**src/spi_pkg.sv**
```systemverilog
`default_nettype none

package spi_pkg;

    // ==================================================
    // Word and transfer sizes
    // ==================================================

    localparam int WORD_WIDTH = 8;   // Bits per data word.
    localparam int SIZE_WIDTH = 4;   // Holds a size of 0 to 8.

    // ==================================================
    // Serial clock divider
    // ==================================================

    localparam int SCLK_DIV  = 2;    // spi_clk cycles per sclk half period.
    localparam int DIV_WIDTH = 2;    // Wide enough for SCLK_DIV - 1.

    // ==================================================
    // Types
    // ==================================================

    typedef logic [WORD_WIDTH-1:0] word_t;
    typedef logic [SIZE_WIDTH-1:0] size_t;

    // Reply of the echo target until the first frame ends.
    localparam word_t TARGET_RESET_REPLY = 8'hA5;

    // Host request taken with the start pulse.
    typedef struct packed {
        word_t data;    // Top bits sent MSB first.
        size_t size;    // Number of bits to move.
    } xfer_req_t;

    // Pins driven by the master.
    typedef struct packed {
        logic sclk;
        logic mosi;
        logic cs_n;
    } spi_bus_t;

endpackage

`default_nettype wire
```
**src/spi_subsystem_top.sv**
```systemverilog
`timescale 1ns/1ps
`default_nettype none

module spi_subsystem_top (
    input  logic               spi_clk,
    input  logic               rstn,
    input  logic               start,
    input  spi_pkg::xfer_req_t req,
    output spi_pkg::word_t     rsp_data,
    output logic               busy,
    output logic               done,
    output spi_pkg::spi_bus_t  bus,
    output logic               miso
);

    logic run;
    logic sclk_rise;
    logic sclk_fall;

    // ==================================================
    // Master side
    // ==================================================

    spi_clock_gen u_clock_gen (
        .spi_clk   (spi_clk),
        .rstn      (rstn),
        .run       (run),
        .sclk_rise (sclk_rise),
        .sclk_fall (sclk_fall)
    );

    spi_master u_master (
        .spi_clk   (spi_clk),
        .rstn      (rstn),
        .start     (start),
        .req       (req),
        .sclk_rise (sclk_rise),
        .sclk_fall (sclk_fall),
        .miso      (miso),
        .run       (run),
        .bus       (bus),
        .rsp_data  (rsp_data),
        .busy      (busy),
        .done      (done)
    );

    // ==================================================
    // Target side
    // ==================================================

    spi_echo_target u_target (
        .spi_clk (spi_clk),
        .rstn    (rstn),
        .bus     (bus),
        .miso    (miso)     // Also brought out for observation.
    );

endmodule

`default_nettype wire

```
**src/spi_echo_target.sv**
```systemverilog
`timescale 1ns/1ps
`default_nettype none

module spi_echo_target (
    input  logic              spi_clk,
    input  logic              rstn,
    input  spi_pkg::spi_bus_t bus,
    output logic              miso
);
    import spi_pkg::*;

    logic  sclk_q;
    logic  cs_n_q;
    logic  sclk_up;
    logic  sclk_down;
    logic  frame_start;
    logic  frame_end;
    word_t reply;       // Sent back in the next frame.
    word_t rx_shift;
    word_t tx_shift;

    // ==================================================
    // Pin edge detection
    // ==================================================

    assign sclk_up     = bus.sclk && !sclk_q && !bus.cs_n;
    assign sclk_down   = !bus.sclk && sclk_q && !bus.cs_n;
    assign frame_start = !bus.cs_n && cs_n_q;
    assign frame_end   = bus.cs_n && !cs_n_q;

    // ==================================================
    // Reply register and miso driver
    // ==================================================

    always_ff @(posedge spi_clk)
    begin
        if (!rstn)
        begin
            sclk_q <= 1'b0;
            cs_n_q <= 1'b1;
            reply  <= TARGET_RESET_REPLY;
            miso   <= 1'b0;
        end
        else
        begin
            sclk_q <= bus.sclk;
            cs_n_q <= bus.cs_n;
            if (frame_start)
            begin
                miso <= reply[WORD_WIDTH-1];    // MSB out with cs_n.
            end
            else if (frame_end)
            begin
                miso  <= 1'b0;
                reply <= rx_shift;              // Zero-extended by the clear.
            end
            else if (sclk_down)
            begin
                miso <= tx_shift[WORD_WIDTH-2];
            end
        end
    end

    // ==================================================
    // Shift registers
    // ==================================================

    always_ff @(posedge spi_clk)
    begin
        if (frame_start)
        begin
            rx_shift <= '0;
            tx_shift <= reply;
        end
        else
        begin
            if (sclk_up)
                rx_shift <= {rx_shift[WORD_WIDTH-2:0], bus.mosi};
            if (sclk_down)
                tx_shift <= {tx_shift[WORD_WIDTH-2:0], 1'b0};
        end
    end

endmodule

`default_nettype wire

```
**src/spi_master.sv**
```systemverilog
`timescale 1ns/1ps
`default_nettype none

module spi_master (
    input  logic               spi_clk,
    input  logic               rstn,
    input  logic               start,
    input  spi_pkg::xfer_req_t req,
    input  logic               sclk_rise,
    input  logic               sclk_fall,
    input  logic               miso,
    output logic               run,
    output spi_pkg::spi_bus_t  bus,
    output spi_pkg::word_t     rsp_data,
    output logic               busy,
    output logic               done
);
    import spi_pkg::*;

    typedef enum logic [1:0] {
        IDLE,
        LOAD,
        TRANSACT,
        UNLOAD
    } state_t;

    state_t    state;
    xfer_req_t req_q;       // Request held from start.
    word_t     tx_shift;
    word_t     rx_shift;
    size_t     bit_cnt;     // Bits still to send.

    // ==================================================
    // Transfer FSM and pin drivers
    // ==================================================

    always_ff @(posedge spi_clk)
    begin
        if (!rstn)
        begin
            state    <= IDLE;
            bit_cnt  <= '0;
            bus.sclk <= 1'b0;
            bus.mosi <= 1'b0;
            bus.cs_n <= 1'b1;
            rsp_data <= '0;
        end
        else
        begin
            case (state)
                IDLE:
                begin
                    if (start)
                        state <= LOAD;
                end
                LOAD:
                begin
                    bit_cnt <= req_q.size;
                    if (req_q.size == '0)
                    begin
                        state <= UNLOAD;    // Nothing to move.
                    end
                    else
                    begin
                        state    <= TRANSACT;
                        bus.cs_n <= 1'b0;
                        bus.mosi <= req_q.data[WORD_WIDTH-1];   // First bit with cs_n.
                    end
                end
                TRANSACT:
                begin
                    if (sclk_rise)
                        bus.sclk <= 1'b1;
                    if (sclk_fall)
                    begin
                        bus.sclk <= 1'b0;
                        bit_cnt  <= bit_cnt - 1'b1;
                        if (bit_cnt == size_t'(1))
                        begin
                            // Last bit is in, so close the frame.
                            state    <= UNLOAD;
                            bus.cs_n <= 1'b1;
                            bus.mosi <= 1'b0;
                            rsp_data <= rx_shift;   // Valid together with done.
                        end
                        else
                        begin
                            bus.mosi <= tx_shift[WORD_WIDTH-2];
                        end
                    end
                end
                UNLOAD:
                begin
                    state <= IDLE;
                end
                default:
                begin
                    state <= IDLE;
                end
            endcase
        end
    end

    // ==================================================
    // Shift registers
    // ==================================================

    always_ff @(posedge spi_clk)
    begin
        case (state)
            IDLE:
            begin
                if (start)
                    req_q <= req;
            end
            LOAD:
            begin
                tx_shift <= req_q.data;
                rx_shift <= '0;     // Result ends up right-justified.
            end
            TRANSACT:
            begin
                if (sclk_rise)
                    rx_shift <= {rx_shift[WORD_WIDTH-2:0], miso};
                if (sclk_fall)
                    tx_shift <= {tx_shift[WORD_WIDTH-2:0], 1'b0};
            end
            default:
            begin
                tx_shift <= tx_shift;
            end
        endcase
    end

    // ==================================================
    // Status
    // ==================================================

    assign run  = (state == TRANSACT);
    assign busy = (state != IDLE);     // Start is dropped while set.
    assign done = (state == UNLOAD);

endmodule

`default_nettype wire

```
**src/spi_clock_gen.sv**
```systemverilog
`timescale 1ns/1ps
`default_nettype none

module spi_clock_gen (
    input  logic spi_clk,
    input  logic rstn,
    input  logic run,
    output logic sclk_rise,
    output logic sclk_fall
);
    import spi_pkg::*;

    logic [DIV_WIDTH-1:0] div_cnt;
    logic                 phase;    // Low half done when set.
    logic                 tick;

    // ==================================================
    // Half period counter
    // ==================================================

    assign tick = run && (div_cnt == DIV_WIDTH'(SCLK_DIV - 1));

    always_ff @(posedge spi_clk)
    begin
        if (!rstn || !run)
        begin
            div_cnt <= '0;
            phase   <= 1'b0;    // Next pulse is a rise.
        end
        else if (tick)
        begin
            div_cnt <= '0;
            phase   <= ~phase;
        end
        else
        begin
            div_cnt <= div_cnt + 1'b1;
        end
    end

    // ==================================================
    // Edge enables
    // ==================================================

    // The first pulse after run rises is always a rise, so every frame
    // opens with a full low half period.
    assign sclk_rise = tick && !phase;
    assign sclk_fall = tick && phase;

endmodule

`default_nettype wire

```
**config.mk**
```make
export PLATFORM = sky130hd
export DESIGN_NAME = spi_subsystem_top
export DESIGN_NICKNAME = d
export VERILOG_FILES = /design/src/spi_pkg.sv /design/src/spi_subsystem_top.sv /design/src/spi_echo_target.sv /design/src/spi_master.sv /design/src/spi_clock_gen.sv
export SDC_FILE = /design/constraint.sdc
export NUM_CORES = 1
export LEC_CHECK = 0
export ABC_AREA = 1
export BUFFER_PORTS_ARGS = -buffer_cell sky130_fd_sc_hd__clkbuf_2
export CAP_MARGIN = 30
export CELL_PAD_IN_SITES_DETAIL_PLACEMENT = 0
export CELL_PAD_IN_SITES_GLOBAL_PLACEMENT = 2
export CORE_MARGIN = 5
export CORE_UTILIZATION = 36
export DETAILED_ROUTE_END_ITERATION = 10
export PLACE_DENSITY = 0.87
export SYNTH_ARGS = -nofsm -noshare
export SYNTH_HDL_FRONTEND = slang
export SYNTH_SLANG_ARGS = --single-unit
```
**constraint.sdc**
```tcl
create_clock -name spi_clk -period 1.8 [get_ports spi_clk]
set_input_delay 0.27 -clock spi_clk [delete_from_list [all_inputs] [get_ports spi_clk]]
set_output_delay 0.27 -clock spi_clk [all_outputs]
set_load 0.05 [all_outputs]
```
Word level (Yosys, flattened, before mapping)

Index checks and enable logic that the tools add are counted.

Logic and storage cells: 88
Input bits: 15
Output and inout port bits: 14
Register bits: 73

Reduce and logical (&&, ||, !) cells: 34
Equality and inequality tests: 10
Bitwise operators: 2
Multiplexer cells: 22
$add $sub $neg: 2

Operators by type and width:

| operator                                             | count |
|---|---|
| two-way mux 7 bit                                    | 3 |
| case mux 8 bit (2 select lines)                      | 1 |
| case mux 7 bit (2 select lines)                      | 1 |
| AND reduction 2 bit                                  | 5 |
| logical AND 1 bit                                    | 9 |
| AND reduction 3 bit                                  | 3 |
| two-way mux 2 bit                                    | 4 |
| two-way mux 8 bit                                    | 1 |
| inequality test 2 bit (second input constant)        | 4 |
| case mux 2 bit (4 select lines)                      | 1 |
| case mux 4 bit (2 select lines)                      | 1 |
| nonzero test 2 bit                                   | 4 |
| logical NOT 1 bit                                    | 7 |
| two-way mux 1 bit                                    | 7 |
| equality test 2 x 1 -> 1 bit (second input constant) | 2 |
| equality test 2 bit (second input constant)          | 2 |
| equality test 4 x 1 -> 1 bit (second input constant) | 1 |
| logical NOT 4 bit                                    | 1 |
| two-way mux 4 bit                                    | 1 |
| case mux 2 bit (2 select lines)                      | 1 |
| AND reduction 4 bit                                  | 1 |
| subtractor 4 x 1 -> 4 bit (second input constant)    | 1 |
| two-way mux 3 bit                                    | 1 |
| nonzero test 3 bit                                   | 1 |
| other kinds (6)                                      | 7 |

Depth between registers and ports, before layout

Gate-level depths: netlist (run 1).

Depth after elaboration: 6
Mapped depth: 10

Hierarchy

From an unflattened synthesis (run 1), not the netlist that was laid out.

Cell total of the unflattened synthesis: 347
Area total of the unflattened synthesis: 3088.0 um2

By module, submodules not included:

| module          | cells an instance | times used | area an instance (um2) |
|---|---|---|---|
| spi_master      | 200               | 1          | 1918.1 |
| spi_echo_target | 130               | 1          | 1043.5 |
| spi_clock_gen   | 17                | 1          | 126.4 |

Least setup slack after synthesis (run 1)

OpenSTA, ideal clock, no wires.

Path type: reg-to-reg
Start point: register, netlist name u_master.bus[0]
End point: register u_target.tx_shift[0], enable pin
Slack: -144 ps
Cell stages (with the launch flop): 6
Data arrival time: 1651 ps
Library setup time: 293 ps
Buffers on the path: 1
Cells stage by stage: dfxtp_1 inv_1 ha_1 inv_1 clkbuf_1 nand2_1

Word-level cells in the longest chain between the ends: 3

Ends and longest elaborated chain:

| element                             | line                  | text |
|---|---|---|
| logical NOT 1 bit                   | spi_echo_target.sv:28 | `assign frame_start = !bus.cs_n && cs_n_q;` |
| logical AND 1 bit                   | spi_echo_target.sv:28 |  |
| named net u_target.frame_start      | spi_echo_target.sv:16 | `logic frame_start;` |
| nonzero test 2 bit (no source line) | -                     |  |
| to (signal assigned)                | spi_echo_target.sv:73 | `tx_shift <= reply;` |
| to (signal assigned)                | spi_echo_target.sv:80 | `tx_shift <= {tx_shift[WORD_WIDTH-2:0], 1'b0};` |
| to (decl)                           | spi_echo_target.sv:20 | `word_t tx_shift;` |

The timed path passes the listed nets, and every way through them passes these cells.
A chain may end at the register's enable or synchronous reset.

Worst setup path in the final report (run 1)

Start point: register u_master.state[0]
End point: output busy

Word-level cells in the longest chain between the ends: 1

Ends and longest elaborated chain:

| element                | line                    | text |
|---|---|---|
| from (decl)            | spi_master.sv:27        | `state_t state;` |
| from (signal assigned) | spi_master.sv:41        | `state <= IDLE;` |
| from (signal assigned) | spi_master.sv:54        | `state <= LOAD;` |
| from (signal assigned) | spi_master.sv:61        | `state <= UNLOAD;` |
| nonzero test 2 bit     | spi_master.sv:140       | `assign busy = (state != IDLE);` |
| to (decl)              | spi_subsystem_top.sv:10 | `output logic busy,` |

Every way passes these cells.

==> results of run 1 <==
[cell usage in the layout, fill, tap and decap left out, types with 2 or more instances in the layout]
master,instances
sky130_fd_sc_hd__a21oi_1,16
sky130_fd_sc_hd__buf_4,5
sky130_fd_sc_hd__clkbuf_2,28
sky130_fd_sc_hd__clkbuf_8,9
sky130_fd_sc_hd__clkinv_2,3
sky130_fd_sc_hd__dfxtp_1,38
sky130_fd_sc_hd__edfxtp_1,34
sky130_fd_sc_hd__ha_1,9
sky130_fd_sc_hd__inv_1,36
sky130_fd_sc_hd__inv_2,3
sky130_fd_sc_hd__nand2_1,82
sky130_fd_sc_hd__nand2_4,2
sky130_fd_sc_hd__nand3_1,15
sky130_fd_sc_hd__nor2_1,29
sky130_fd_sc_hd__nor2_2,2
sky130_fd_sc_hd__nor3_1,2
sky130_fd_sc_hd__o211ai_1,2
sky130_fd_sc_hd__o21ai_0,25
[critical path, delay by kind of cell, from the launching register on]
kind / cells / cell delay, ps
buf+inv: 3 / 440
fa+ha+maj: 1 / 230
flops: 1 / 400
[per-stage QoR]
step	util, %	power [W]	std cells	area (sq um)	worst slack, ps
5_1_grt	42.4	0.00561	462	3430	6.21
2_1_floorplan	-	0.00357	317	2960	79.5
6_report	42.4	0.00523	462	3430	126
4_1_cts	42.4	0.00530	462	3430	99.1
3_5_place_dp	39.8	0.00399	446	3220	151
3_3_place_gp	39.8	0.00396	446	3220	205
[kinds of logic after synthesis]
family	synth area share (%)
simple gates	19.1
flops	60.9
compound gates	8.85
buf+inv	6.60
fa+ha+maj	4.23
xor+xnor	0.296
[where the power goes]
group | total, W | switching (W) | internal (W)
Sequential | 0.00242 | 0.000187 | 0.00223
Clock | 0.00131 | 0.000588 | 0.000718
Combinational | 0.00150 | 0.00103 | 0.000472
Total | 0.00523 | 0.00181 | 0.00342
[metal layers]
layer / global-route usage (%) / up-vias / part of all wire (%)
li1: - / 1094 / -
met1: 15.5 / 924 / 49
met2: 18.6 / 35 / 46
met3: 3.60 / 9 / 4.0
met4: 4.04 / 0 / 1.2
met5: 0 / - / 0
[final timing paths]
check	to	slack, ps	cells after the start
worst min-delay path	u_master.req_q[8]$_DFFE_PP_	110	1
worst max-delay path	busy	130	4
worst min register to register	u_clock_gen.div_cnt[0]$_SDFF_PP0_	430	1
worst max register to register	u_master.rsp_data[6]$_SDFFE_PN0P_	230	9
[final cells by class]
cell class	count	area (sq um)	share of cell area, %
Tap cell	105	131	3.83
Multi-Input combinational cell	195	962	28.0
Clock inverter	5	52.6	1.53
Clock buffer	11	153	4.45
Sequential cell	73	1800	52.5
Timing Repair Buffer	33	178	5.18
Inverter	40	153	4.45
[flip-flops by register name, summed over array words and instances (netlist names)]
| name | count |
|---|---|
| u_clock_gen.div_cnt | 2 |
| u_master.rx_shift | 8 |
| u_master.tx_shift | 7 |
| u_target.miso | 1 |
| u_target.cs_n_q | 1 |
| u_clock_gen.phase | 1 |
| u_target.tx_shift | 7 |
| u_target.reply | 8 |
| u_master.req_q | 12 |
| u_master.state | 2 |
| u_master.bus | 3 |
| u_target.sclk_q | 1 |
| u_target.rx_shift | 8 |
| u_master.bit_cnt | 4 |
| u_master.rsp_data | 8 |
==> summary.md, run 1 <==
| Metric | Value |
|---|---|
| Count of boundary I/O pins | 29 |
| Total via count in the routed design | just over 2000 |
| Final Hold Violating Endpoints | 0 |
| Share of async-settable or async-resettable flops after synthesis | 0% |
| Sequential share of the synthesized area | between 60% and 70% |
| Cts bufs inserted | 9 |
| Antenna viol nets, final | 0 |
| Minimum clock period after layout | around 1700 ps |
| Wire length of the first global-routing pass | 9370 um |
| List of cells traversed by the critical path | inv_1 > ha_1 > inv_1 > clkbuf_2 |
| Number of design-rule violations left by the first detailed-router iteration | between 70 and 80 |
| Most common cell in the synthesized netlist | sky130_fd_sc_hd__nand2_1 |
| Crit path max fanout | 5 |
| Layout overhead on the synthesized area | 16.1% |
| Achievable frequency | approximately 600 MHz |
| Synthesized net count | ~340 |
| Worst path most repeated cell | sky130_fd_sc_hd__inv_1 |
| IR drop worst, VDD | 0.727 mV |
| Relative slew margins | roughly 70% |
| Initial antenna violation count | 0 |
| GP Congestion | 0.700 |
| Master cell of the clock root buffer | sky130_fd_sc_hd__clkbuf_8 |
| Via count of the first global-routing pass | approximately 2000 |
| Number of clock sinks seen by CTS | 73 |
| Latest clock arrival within the worst-skew pair | 330 ps |
| Status | completed |
| Post-detailed-placement half-perimeter wirelength | 3830 um |
| Number of maximum-capacitance constraint violations | 0 |
| Input/output buffers | 28 |
| Global-route congestion overflow total | 0 |
| Largest stage delay, worst path | 400 ps |
| Syn Inst Count | 317 |
| Least-Margin Pin Slew | roughly 420 ps |
| Number of filler instances in the final layout | 840 |
| Fraction of final layout cells with drive strength greater than 1 | approximately 17% |
| Leakage power total | approximately 1.6 nW |
| CTS H-Tree Depth | 3 |
| Reg2Reg Launch Point | u_master.state[0]$_SDFFE_PN0P_ |
| Power per cell area | approximately 1500 nW/um^2 |
| Area share of the leading cell type in the synthesized netlist | 34.5% |
| Standard cell with the maximum stage delay on the critical path | sky130_fd_sc_hd__dfxtp_1 |
| Setup repair after global routing missed its margin | false |
| Aggregate routed wire length | approximately 5400 um |
| Die area | just over 10000 sq um |
| GRT Util Overall | between 10% and 20% |
| Vias per cell | 4.46 |
| Primary FF master, synth | sky130_fd_sc_hd__dfxtp_1 |
| Post-CTS resize count | 0 |
| Post-CTS setup repair buffer count | 0 |
| Average footprint of a synthesized cell | about 9.3 sq um |
| Path type of the worst setup path | flop to output pin |
| Total Negative Setup Slacks | 0 ps |
| Avg WL per Cell | ~12 um |
| Residual DRC | 0 |
| Top post-synthesis cells by area | sky130_fd_sc_hd__edfxtp_1, sky130_fd_sc_hd__dfxtp_1, sky130_fd_sc_hd__nand2_1 |
| Count of synthesis-stage warnings from yosys | 0 |
| Number of cell rows | 33 |
| Critical path capture point type | output pin |
| Arrival time of data at the critical path endpoint | 1400 ps |
| Critical path startpoint category | flop |
| Worst setup startpoint | u_master.state[0]$_SDFFE_PN0P_ |
| Worst hold slack after final layout | between 100 and 150 ps |
| Number of iterations in the first detailed-routing pass | 6 |
| Post-synth EDFFs | 34 |
| Cell type contributing the most total cell area after synthesis | sky130_fd_sc_hd__edfxtp_1 |
| Die Y | 101 um |
| Pin count of the biggest net entering global routing | 22 |
| Core region area | just over 8000 sq um |
| Post-synth cell types | 28 |
| Post-synthesis instance area | around 3000 sq um |
| Horizontal die dimension | between 100 and 150 um |
| Post-CTS clock slew at the launch and capture registers of the worst setup and hold paths | around 70 ps |
| Initial core utilization | a little over a third |
| # nets final | between 300 and 400 |
| Setup-failing EPs final | 0 |
| Worst hold path class | input pin to flop |
| Hold_buf cts | 0 |
| Portion of the clock cycle consumed by the worst path in the final layout | 93.0% |
| Number of inserted diodes | 0 |
| Clock Skews | 7.94 ps |
| CTS tree | done |
| Final Max Tran Viols | 0 |
| Top cell types by occurrence after synthesis | sky130_fd_sc_hd__nand2_1, sky130_fd_sc_hd__dfxtp_1, sky130_fd_sc_hd__inv_1 |
| Maximum root-to-sink buffer count | 2 |
| Number of flip-flops and latches in the synthesized netlist | 73 |
| Hold Startpoint | req[8] |
| WP data required | 1530 ps |
(Power assumes the default switching activity.)
==> inputs of run 2 (changes only) <==
- CTS_BUF_LIST: not set -> sky130_fd_sc_hd__clkbuf_16
==> run 2 against run 1 <==
First-iteration DRC count grew 9.3%; total power grew 9.2%; non-clock buffer count is the same; largest cell class unchanged; combinational power is essentially flat; largest power group unchanged; core utilization grew 1.3 points.
==> summary.md, run 2 (synthesis results as in run 1) <==
| Metric | Value |
|---|---|
| Status | completed (unchanged) |
| Leading cell types in the layout, fill and taps excluded | sky130_fd_sc_hd__nand2_1, sky130_fd_sc_hd__dfxtp_1, sky130_fd_sc_hd__inv_1, sky130_fd_sc_hd__edfxtp_1, sky130_fd_sc_hd__nor2_1 (unchanged) |
| Worst hold path class | input pin to flop (unchanged) |
| Hold_buf cts | 0 (unchanged) |
| # nets final | 377 (unchanged) |
| Latest clock arrival within the worst-skew pair | 320 ps (was 330 ps) |
| Aggregate routed wire length | 5400 um (was 5380 um) |
| Arrival time of data at the critical path endpoint | 1390 ps (was 1400 ps) |
| Relative slew margins | 72.5% (was 72.1%) |
| Residual DRC | 0 (unchanged) |
| Largest register FFs | 12 (unchanged) |
| Count of boundary I/O pins | 29 (unchanged) |
| Final Max Tran Viols | 0 (unchanged) |
| Antenna viol nets, final | 0 (unchanged) |
| Master cell of the clock root buffer | sky130_fd_sc_hd__clkbuf_16 (was sky130_fd_sc_hd__clkbuf_8) |
| Setup-failing EPs final | 0 (unchanged) |
| Vias per cell | 4.47 (was 4.46) |
| Path type of the worst setup path | flop to output pin (unchanged) |
| Largest stage delay, worst path | 390 ps (was 400 ps) |
| Post-detailed-placement half-perimeter wirelength | 3830 um (unchanged) |
| Portion of the clock cycle consumed by the worst path in the final layout | 92.3% (was 93.0%) |
| Die Y | 101 um (unchanged) |
| Standard cell with the maximum stage delay on the critical path | sky130_fd_sc_hd__dfxtp_1 (unchanged) |
| Core region area | 8090 sq um (unchanged) |
| Total design power | 0.00571 W (was 0.00523 W) |
| Wire length of the first global-routing pass | 9450 um (was 9370 um) |
| Achievable frequency | 602 MHz (was 598 MHz) |
| CTS tree | done (unchanged) |
| Total via count in the routed design | 2065 (was 2062) |
| Least-Margin Pin Slew | 412 ps (was 418 ps) |
| Initial antenna violation count | 0 (unchanged) |
| IR drop worst, VDD | 0.768 mV (was 0.727 mV) |
| Critical path startpoint category | flop (unchanged) |
| Via count of the first global-routing pass | 2050 (was 2037) |
| Post-placement setup slack | 151 ps (unchanged) |
| Horizontal die dimension | 101 um (unchanged) |
| Most frequent standard cell in the layout excluding fill and tap cells | sky130_fd_sc_hd__nand2_1 (unchanged) |
| List of cells traversed by the critical path | inv_1 > ha_1 > inv_1 > clkbuf_2 (unchanged) |
| Input/output buffers | 28 (unchanged) |
| Minimum clock period after layout | 1660 ps (was 1670 ps) |
| Leakage power total | 1.62 nW (was 1.57 nW) |
| Maximum root-to-sink buffer count | 2 (unchanged) |
| Final Hold Violating Endpoints | 0 (unchanged) |
| WP data required | 1530 ps (about the same) |
| Total Negative Setup Slacks | 0 ps (unchanged) |
| Number of design-rule violations left by the first detailed-router iteration | 82 (was 75) |
| Worst path most repeated cell | sky130_fd_sc_hd__inv_1 (unchanged) |
| Global-route congestion overflow total | 0 (unchanged) |
| Number of inserted diodes | 0 (unchanged) |
| Clock Skews | 2.59 ps (was 7.94 ps) |
| Power per cell area | 1620 nW/um^2 (was 1520 nW/um^2) |
| Die area | 10100 sq um (unchanged) |
| Number of iterations in the first detailed-routing pass | 4 (was 6) |
| Post-CTS resize count | 0 (unchanged) |
| Post-CTS clock slew at the launch and capture registers of the worst setup and hold paths | 60 ps (was 70 ps) |
| Post-route worst setup slack | 139 ps (was 126 ps) |
| Setup repair after global routing missed its margin | false (unchanged) |
| Layout overhead on the synthesized area | 19.5% (was 16.1%) |
| Critical path capture point type | output pin (unchanged) |
| GRT Util Overall | 12.0% (was 11.9%) |
| Cts bufs inserted | 9 (unchanged) |
| Fraction of final layout cells with drive strength greater than 1 | 17.4% (unchanged) |
| Number of clock sinks seen by CTS | 73 (unchanged) |
| CTS H-Tree Depth | 3 (unchanged) |
| Avg WL per Cell | 11.7 um (about the same) |
| Number of maximum-capacitance constraint violations | 0 (unchanged) |
| Post-CTS setup repair buffer count | 0 (unchanged) |
| Pin count of the biggest net entering global routing | 22 (unchanged) |
| Initial core utilization | 36.5% (unchanged) |
| Crit path max fanout | 5 (unchanged) |
| GP Congestion | 0.700 (unchanged) |
| Register name with the most flops | u_master.req_q (unchanged) |
| Number of cell rows | 33 (unchanged) |
## run 2: changes by cell type in the layout (fill, tap and decap cells not counted), sizes merged
cell / previous run / this run
inv: 40 / 41
clkbuf: 39 / 38
## run 2: power by group
| group | total (W) | switching (W) | internal [W] |
|---|---|---|---|
| sequential | 0.00242 | 0.000186 | 0.00224 |
| combinational | 0.00150 | 0.00103 | 0.000472 |
| clock | 0.00178 | 0.000642 | 0.00114 |
| total | 0.00571 | 0.00186 | 0.00385 |
## run 2: per-stage QoR
step	hold slack, ps	cells	util, %	area [sq um]
finish	120	462	43.7	3530
floorplan	369	317	-	2960
global placement	416	446	39.8	3220
detailed placement	428	446	39.8	3220
CTS	107	462	43.6	3530
global route	106	462	43.7	3530
## run 2: final timing paths
path / start / to / slack [ps] / depth (start not counted)
min reg2reg: u_clock_gen.div_cnt[0]$_SDFF_PP0_ / u_clock_gen.div_cnt[0]$_SDFF_PP0_ / 430 / 1
max reg2reg: u_master.state[0]$_SDFFE_PN0P_ / u_master.rsp_data[6]$_SDFFE_PN0P_ / 250 / 9
min: req[8] / u_master.req_q[8]$_DFFE_PP_ / 120 / 1
max: u_master.state[0]$_SDFFE_PN0P_ / busy / 140 / 4
## run 2: routing by layer
layer | share of wire, % | global-route usage [%]
met3 | 4.2 | 3.60
met1 | 48 | 15.5
met4 | 1.6 | 4.66
met2 | 46 | 19.0
met5 | 0 | 0
## run 2: cell type report
| type | count | area, sq um |
|---|---|---|
| Tap cell | 105 | 131 |
| Sequential cell | 73 | 1800 |
| Inverter | 40 | 153 |
| Fill cell | 825 | 4560 |
| Clock buffer | 10 | 250 |
| Timing Repair Buffer | 33 | 178 |
| Clock inverter | 6 | 56.3 |
| Multi-Input combinational cell | 195 | 962 |
## run 2: critical path, delay by kind of cell (launching register included)
family	cells	cell delay [ps]
adder cells (fa/ha/maj)	1	230
flip-flops	1	390
buffers and inverters	3	440
==> inputs of run 3 (changes only) <==
- BUFFER_PORTS_ARGS: -buffer_cell sky130_fd_sc_hd__clkbuf_2 -> not set
- CORE_UTILIZATION: 36 -> 41
- CTS_BUF_LIST: sky130_fd_sc_hd__clkbuf_16 -> sky130_fd_sc_hd__clkbuf_8
- DONT_BUFFER_PORTS: not set -> 1
- PLACE_DENSITY: 0.87 -> 0.91
==> run 3 against run 2 <==
Sequential power barely moved; global-route usage grew 1.2 points; non-clock buffer count is 11 lower; total power fell by 4.0%; clock-buffer cell count is 1 lower; critical path type unchanged; largest cell class unchanged; largest power group unchanged.
==> summary.md, run 3 (synthesis results as in run 1) <==
| Metric | Value |
|---|---|
| Status | completed (unchanged) |
| Most frequent standard cell in the layout excluding fill and tap cells | sky130_fd_sc_hd__nand2_1 (unchanged) |
| Least-Margin Pin Slew | 562 ps (was 412 ps) |
| List of cells traversed by the critical path | inv_1 > ha_1 > inv_1 > buf_4 (was inv_1 > ha_1 > inv_1 > clkbuf_2) |
| Horizontal die dimension | 94.9 um (was 101 um) |
| Die Y | 94.9 um (was 101 um) |
| Total via count in the routed design | 2015 (was 2065) |
| Seq pwr share | 44.6% (was 42.4%) |
| Count of boundary I/O pins | 29 (unchanged) |
| Master cell of the clock root buffer | sky130_fd_sc_hd__clkbuf_8 (was sky130_fd_sc_hd__clkbuf_16) |
| Portion of the clock cycle consumed by the worst path in the final layout | 89.5% (was 92.3%) |
| Clk pwr share | 28.0% (was 31.3%) |
| Core region area | 7140 sq um (was 8090 sq um) |
| Wire length of the first global-routing pass | 9030 um (was 9450 um) |
| Critical path startpoint category | flop (unchanged) |
| CTS tree | done (unchanged) |
| Input/output buffers | 0 (was 28) |
| Setup-failing EPs final | 0 (unchanged) |
| GRT Util Overall | 13.3% (was 12.0%) |
| Relative slew margins | 62.5% (was 72.5%) |
| Post-route worst setup slack | 189 ps (was 139 ps) |
| Placed instance count | 416 (was 446) |
| Post-detailed-placement half-perimeter wirelength | 3630 um (was 3830 um) |
| IR drop worst, VDD | 0.790 mV (was 0.768 mV) |
| Comb pwr share | 27.4% (was 26.3%) |
| Vias per cell | 4.53 (was 4.47) |
| # nets final | 366 (was 377) |
| Via count of the first global-routing pass | 1904 (was 2050) |
| Final Hold Violating Endpoints | 0 (unchanged) |
| Minimum clock period after layout | 1610 ps (was 1660 ps) |
| Worst path most repeated cell | sky130_fd_sc_hd__inv_1 (unchanged) |
| CTS H-Tree Depth | 3 (unchanged) |
| Leading cell types in the layout, fill and taps excluded | sky130_fd_sc_hd__nand2_1, sky130_fd_sc_hd__dfxtp_1, sky130_fd_sc_hd__inv_1, sky130_fd_sc_hd__edfxtp_1, sky130_fd_sc_hd__nor2_1 (unchanged) |
| Final cell count without fillers | 445 (was 462) |
| Arrival time of data at the critical path endpoint | 1340 ps (was 1390 ps) |
| Latest clock arrival within the worst-skew pair | 340 ps (was 320 ps) |
| Pin count of the biggest net entering global routing | 25 (was 22) |
| Setup repair after global routing missed its margin | false (unchanged) |
| Number of inserted diodes | 0 (unchanged) |
| Leakage power total | 1.54 nW (was 1.62 nW) |
| Number of clock sinks seen by CTS | 73 (unchanged) |
| Largest stage delay, worst path | 390 ps (about the same) |
| Total Negative Setup Slacks | 0 ps (unchanged) |
| Kind of cell adding the most delay to the critical path | flip-flops (was buffers and inverters) |
| Residual DRC | 0 (unchanged) |
| Crit path max fanout | 5 (unchanged) |
| Number of filler instances in the final layout | 695 (was 825) |
| Initial core utilization | 41.4% (was 36.5%) |
| Maximum root-to-sink buffer count | 2 (unchanged) |
| Cts bufs inserted | 9 (unchanged) |
| Aggregate routed wire length | 5470 um (was 5400 um) |
| Post-CTS setup repair buffer count | 0 (unchanged) |
| Clock Skews | 7.55 ps (was 2.59 ps) |
| Register name with the most flops | u_master.req_q (unchanged) |
| Number of design-rule violations left by the first detailed-router iteration | 59 (was 82) |
| Register-to-register setup slack | 250 ps (about the same) |
| Die area | 9010 sq um (was 10100 sq um) |
| Achievable frequency | 621 MHz (was 602 MHz) |
| Number of iterations in the first detailed-routing pass | 4 (unchanged) |
| Net Sw Frac | 33.2% (was 32.5%) |
| Global-route congestion overflow total | 0 (unchanged) |
| Largest register FFs | 12 (unchanged) |
| Fraction of final layout cells with drive strength greater than 1 | 11.0% (was 17.4%) |
| Worst hold path class | input pin to flop (unchanged) |
| Standard cell with the maximum stage delay on the critical path | sky130_fd_sc_hd__dfxtp_1 (unchanged) |
| Antenna viol nets, final | 0 (unchanged) |
| Buffer and inverter count on the worst path | 3 (unchanged) |
| Path type of the worst setup path | flop to output pin (unchanged) |
| Critical path capture point type | output pin (unchanged) |
| Number of maximum-capacitance constraint violations | 0 (unchanged) |
| Post-CTS clock slew at the launch and capture registers of the worst setup and hold paths | 70 ps (was 60 ps) |
| WP data required | 1530 ps (about the same) |
| Initial antenna violation count | 0 (unchanged) |
| Post-placement setup slack | 191 ps (was 151 ps) |
| Cell internal power dissipation | 0.00366 W (was 0.00385 W) |
| Final Max Tran Viols | 0 (unchanged) |
| GP Congestion | 0.803 (was 0.700) |
| Power per cell area | 1570 nW/um^2 (was 1620 nW/um^2) |
| Layout overhead on the synthesized area | 17.8% (was 19.5%) |
| Number of cell rows | 31 (was 33) |
| Net switching power figure | 0.00182 W (was 0.00186 W) |
| Avg WL per Cell | 12.3 um (was 11.7 um) |
run 3: per-stage QoR:
| stage | instance area, sq um | utilization [%] | total power [W] | hold slack, ps |
|---|---|---|---|---|
| global route | 3480 | 48.8 | 0.00588 | 10.8 |
| floorplan | 2960 | - | 0.00357 | 369 |
| CTS | 3430 | 48.1 | 0.00554 | 2.29 |
| finish | 3480 | 48.8 | 0.00548 | 24.5 |
| detailed placement | 3110 | 43.5 | 0.00398 | 348 |
| global placement | 3110 | 43.5 | 0.00397 | 348 |
run 3: cell type report:
cell class / instances / area, sq um / area share [%]
flip-flops and latches: 73 / 1800 / 51.8
multi-input cells: 195 / 962 / 27.6
repair buffers: 22 / 198 / 5.68
inverters: 40 / 153 / 4.38
clock buffers: 9 / 124 / 3.56
well taps: 99 / 124 / 3.56
clock inverters: 7 / 119 / 3.41
run 3: per-layer routing:
layer,up-vias,wire (um),GRT usage (%)
li1,1079,-,-
met1,886,2640,17.2
met2,44,2450,19.5
met3,6,293,4.94
met4,0,80,6.37
met5,-,0,0
run 3: final timing paths:
| check | endpoint | depth (start not counted) | from |
|---|---|---|---|
| setup / recovery | busy | 4 | u_master.state[0]$_SDFFE_PN0P_ |
| hold / removal | u_target.reply[0]$_SDFFE_PN1P_ | 1 | rstn |
| setup reg to reg | u_master.rx_shift[4]$_SDFFCE_PP0P_ | 6 | u_master.state[0]$_SDFFE_PN0P_ |
| hold reg to reg | u_clock_gen.div_cnt[0]$_SDFF_PP0_ | 1 | u_clock_gen.div_cnt[0]$_SDFF_PP0_ |
run 3: worst register-to-register path, delay by kind of cell (launching register included):
family	cells	cell delay, ps
fa+ha+maj	1	250
buf+inv	2	220
flops	1	350
simple gates	3	410
run 3: power by group through the flow:
stage,Combinational [W],Clock (W),Sequential (W)
floorplan,0.00107,0,0.00250
global placement,0.00149,0,0.00248
detailed placement,0.00149,0,0.00248
CTS,0.00152,0.00157,0.00245
global route,0.00173,0.00166,0.00249
finish,0.00150,0.00154,0.00244
run 3: what timing repair did:
action	in CTS	in global routing
hold buffers	8	5
hold endpoints to repair	9	5
endpoints found under the setup margin	0	2
resized for setup	0	1
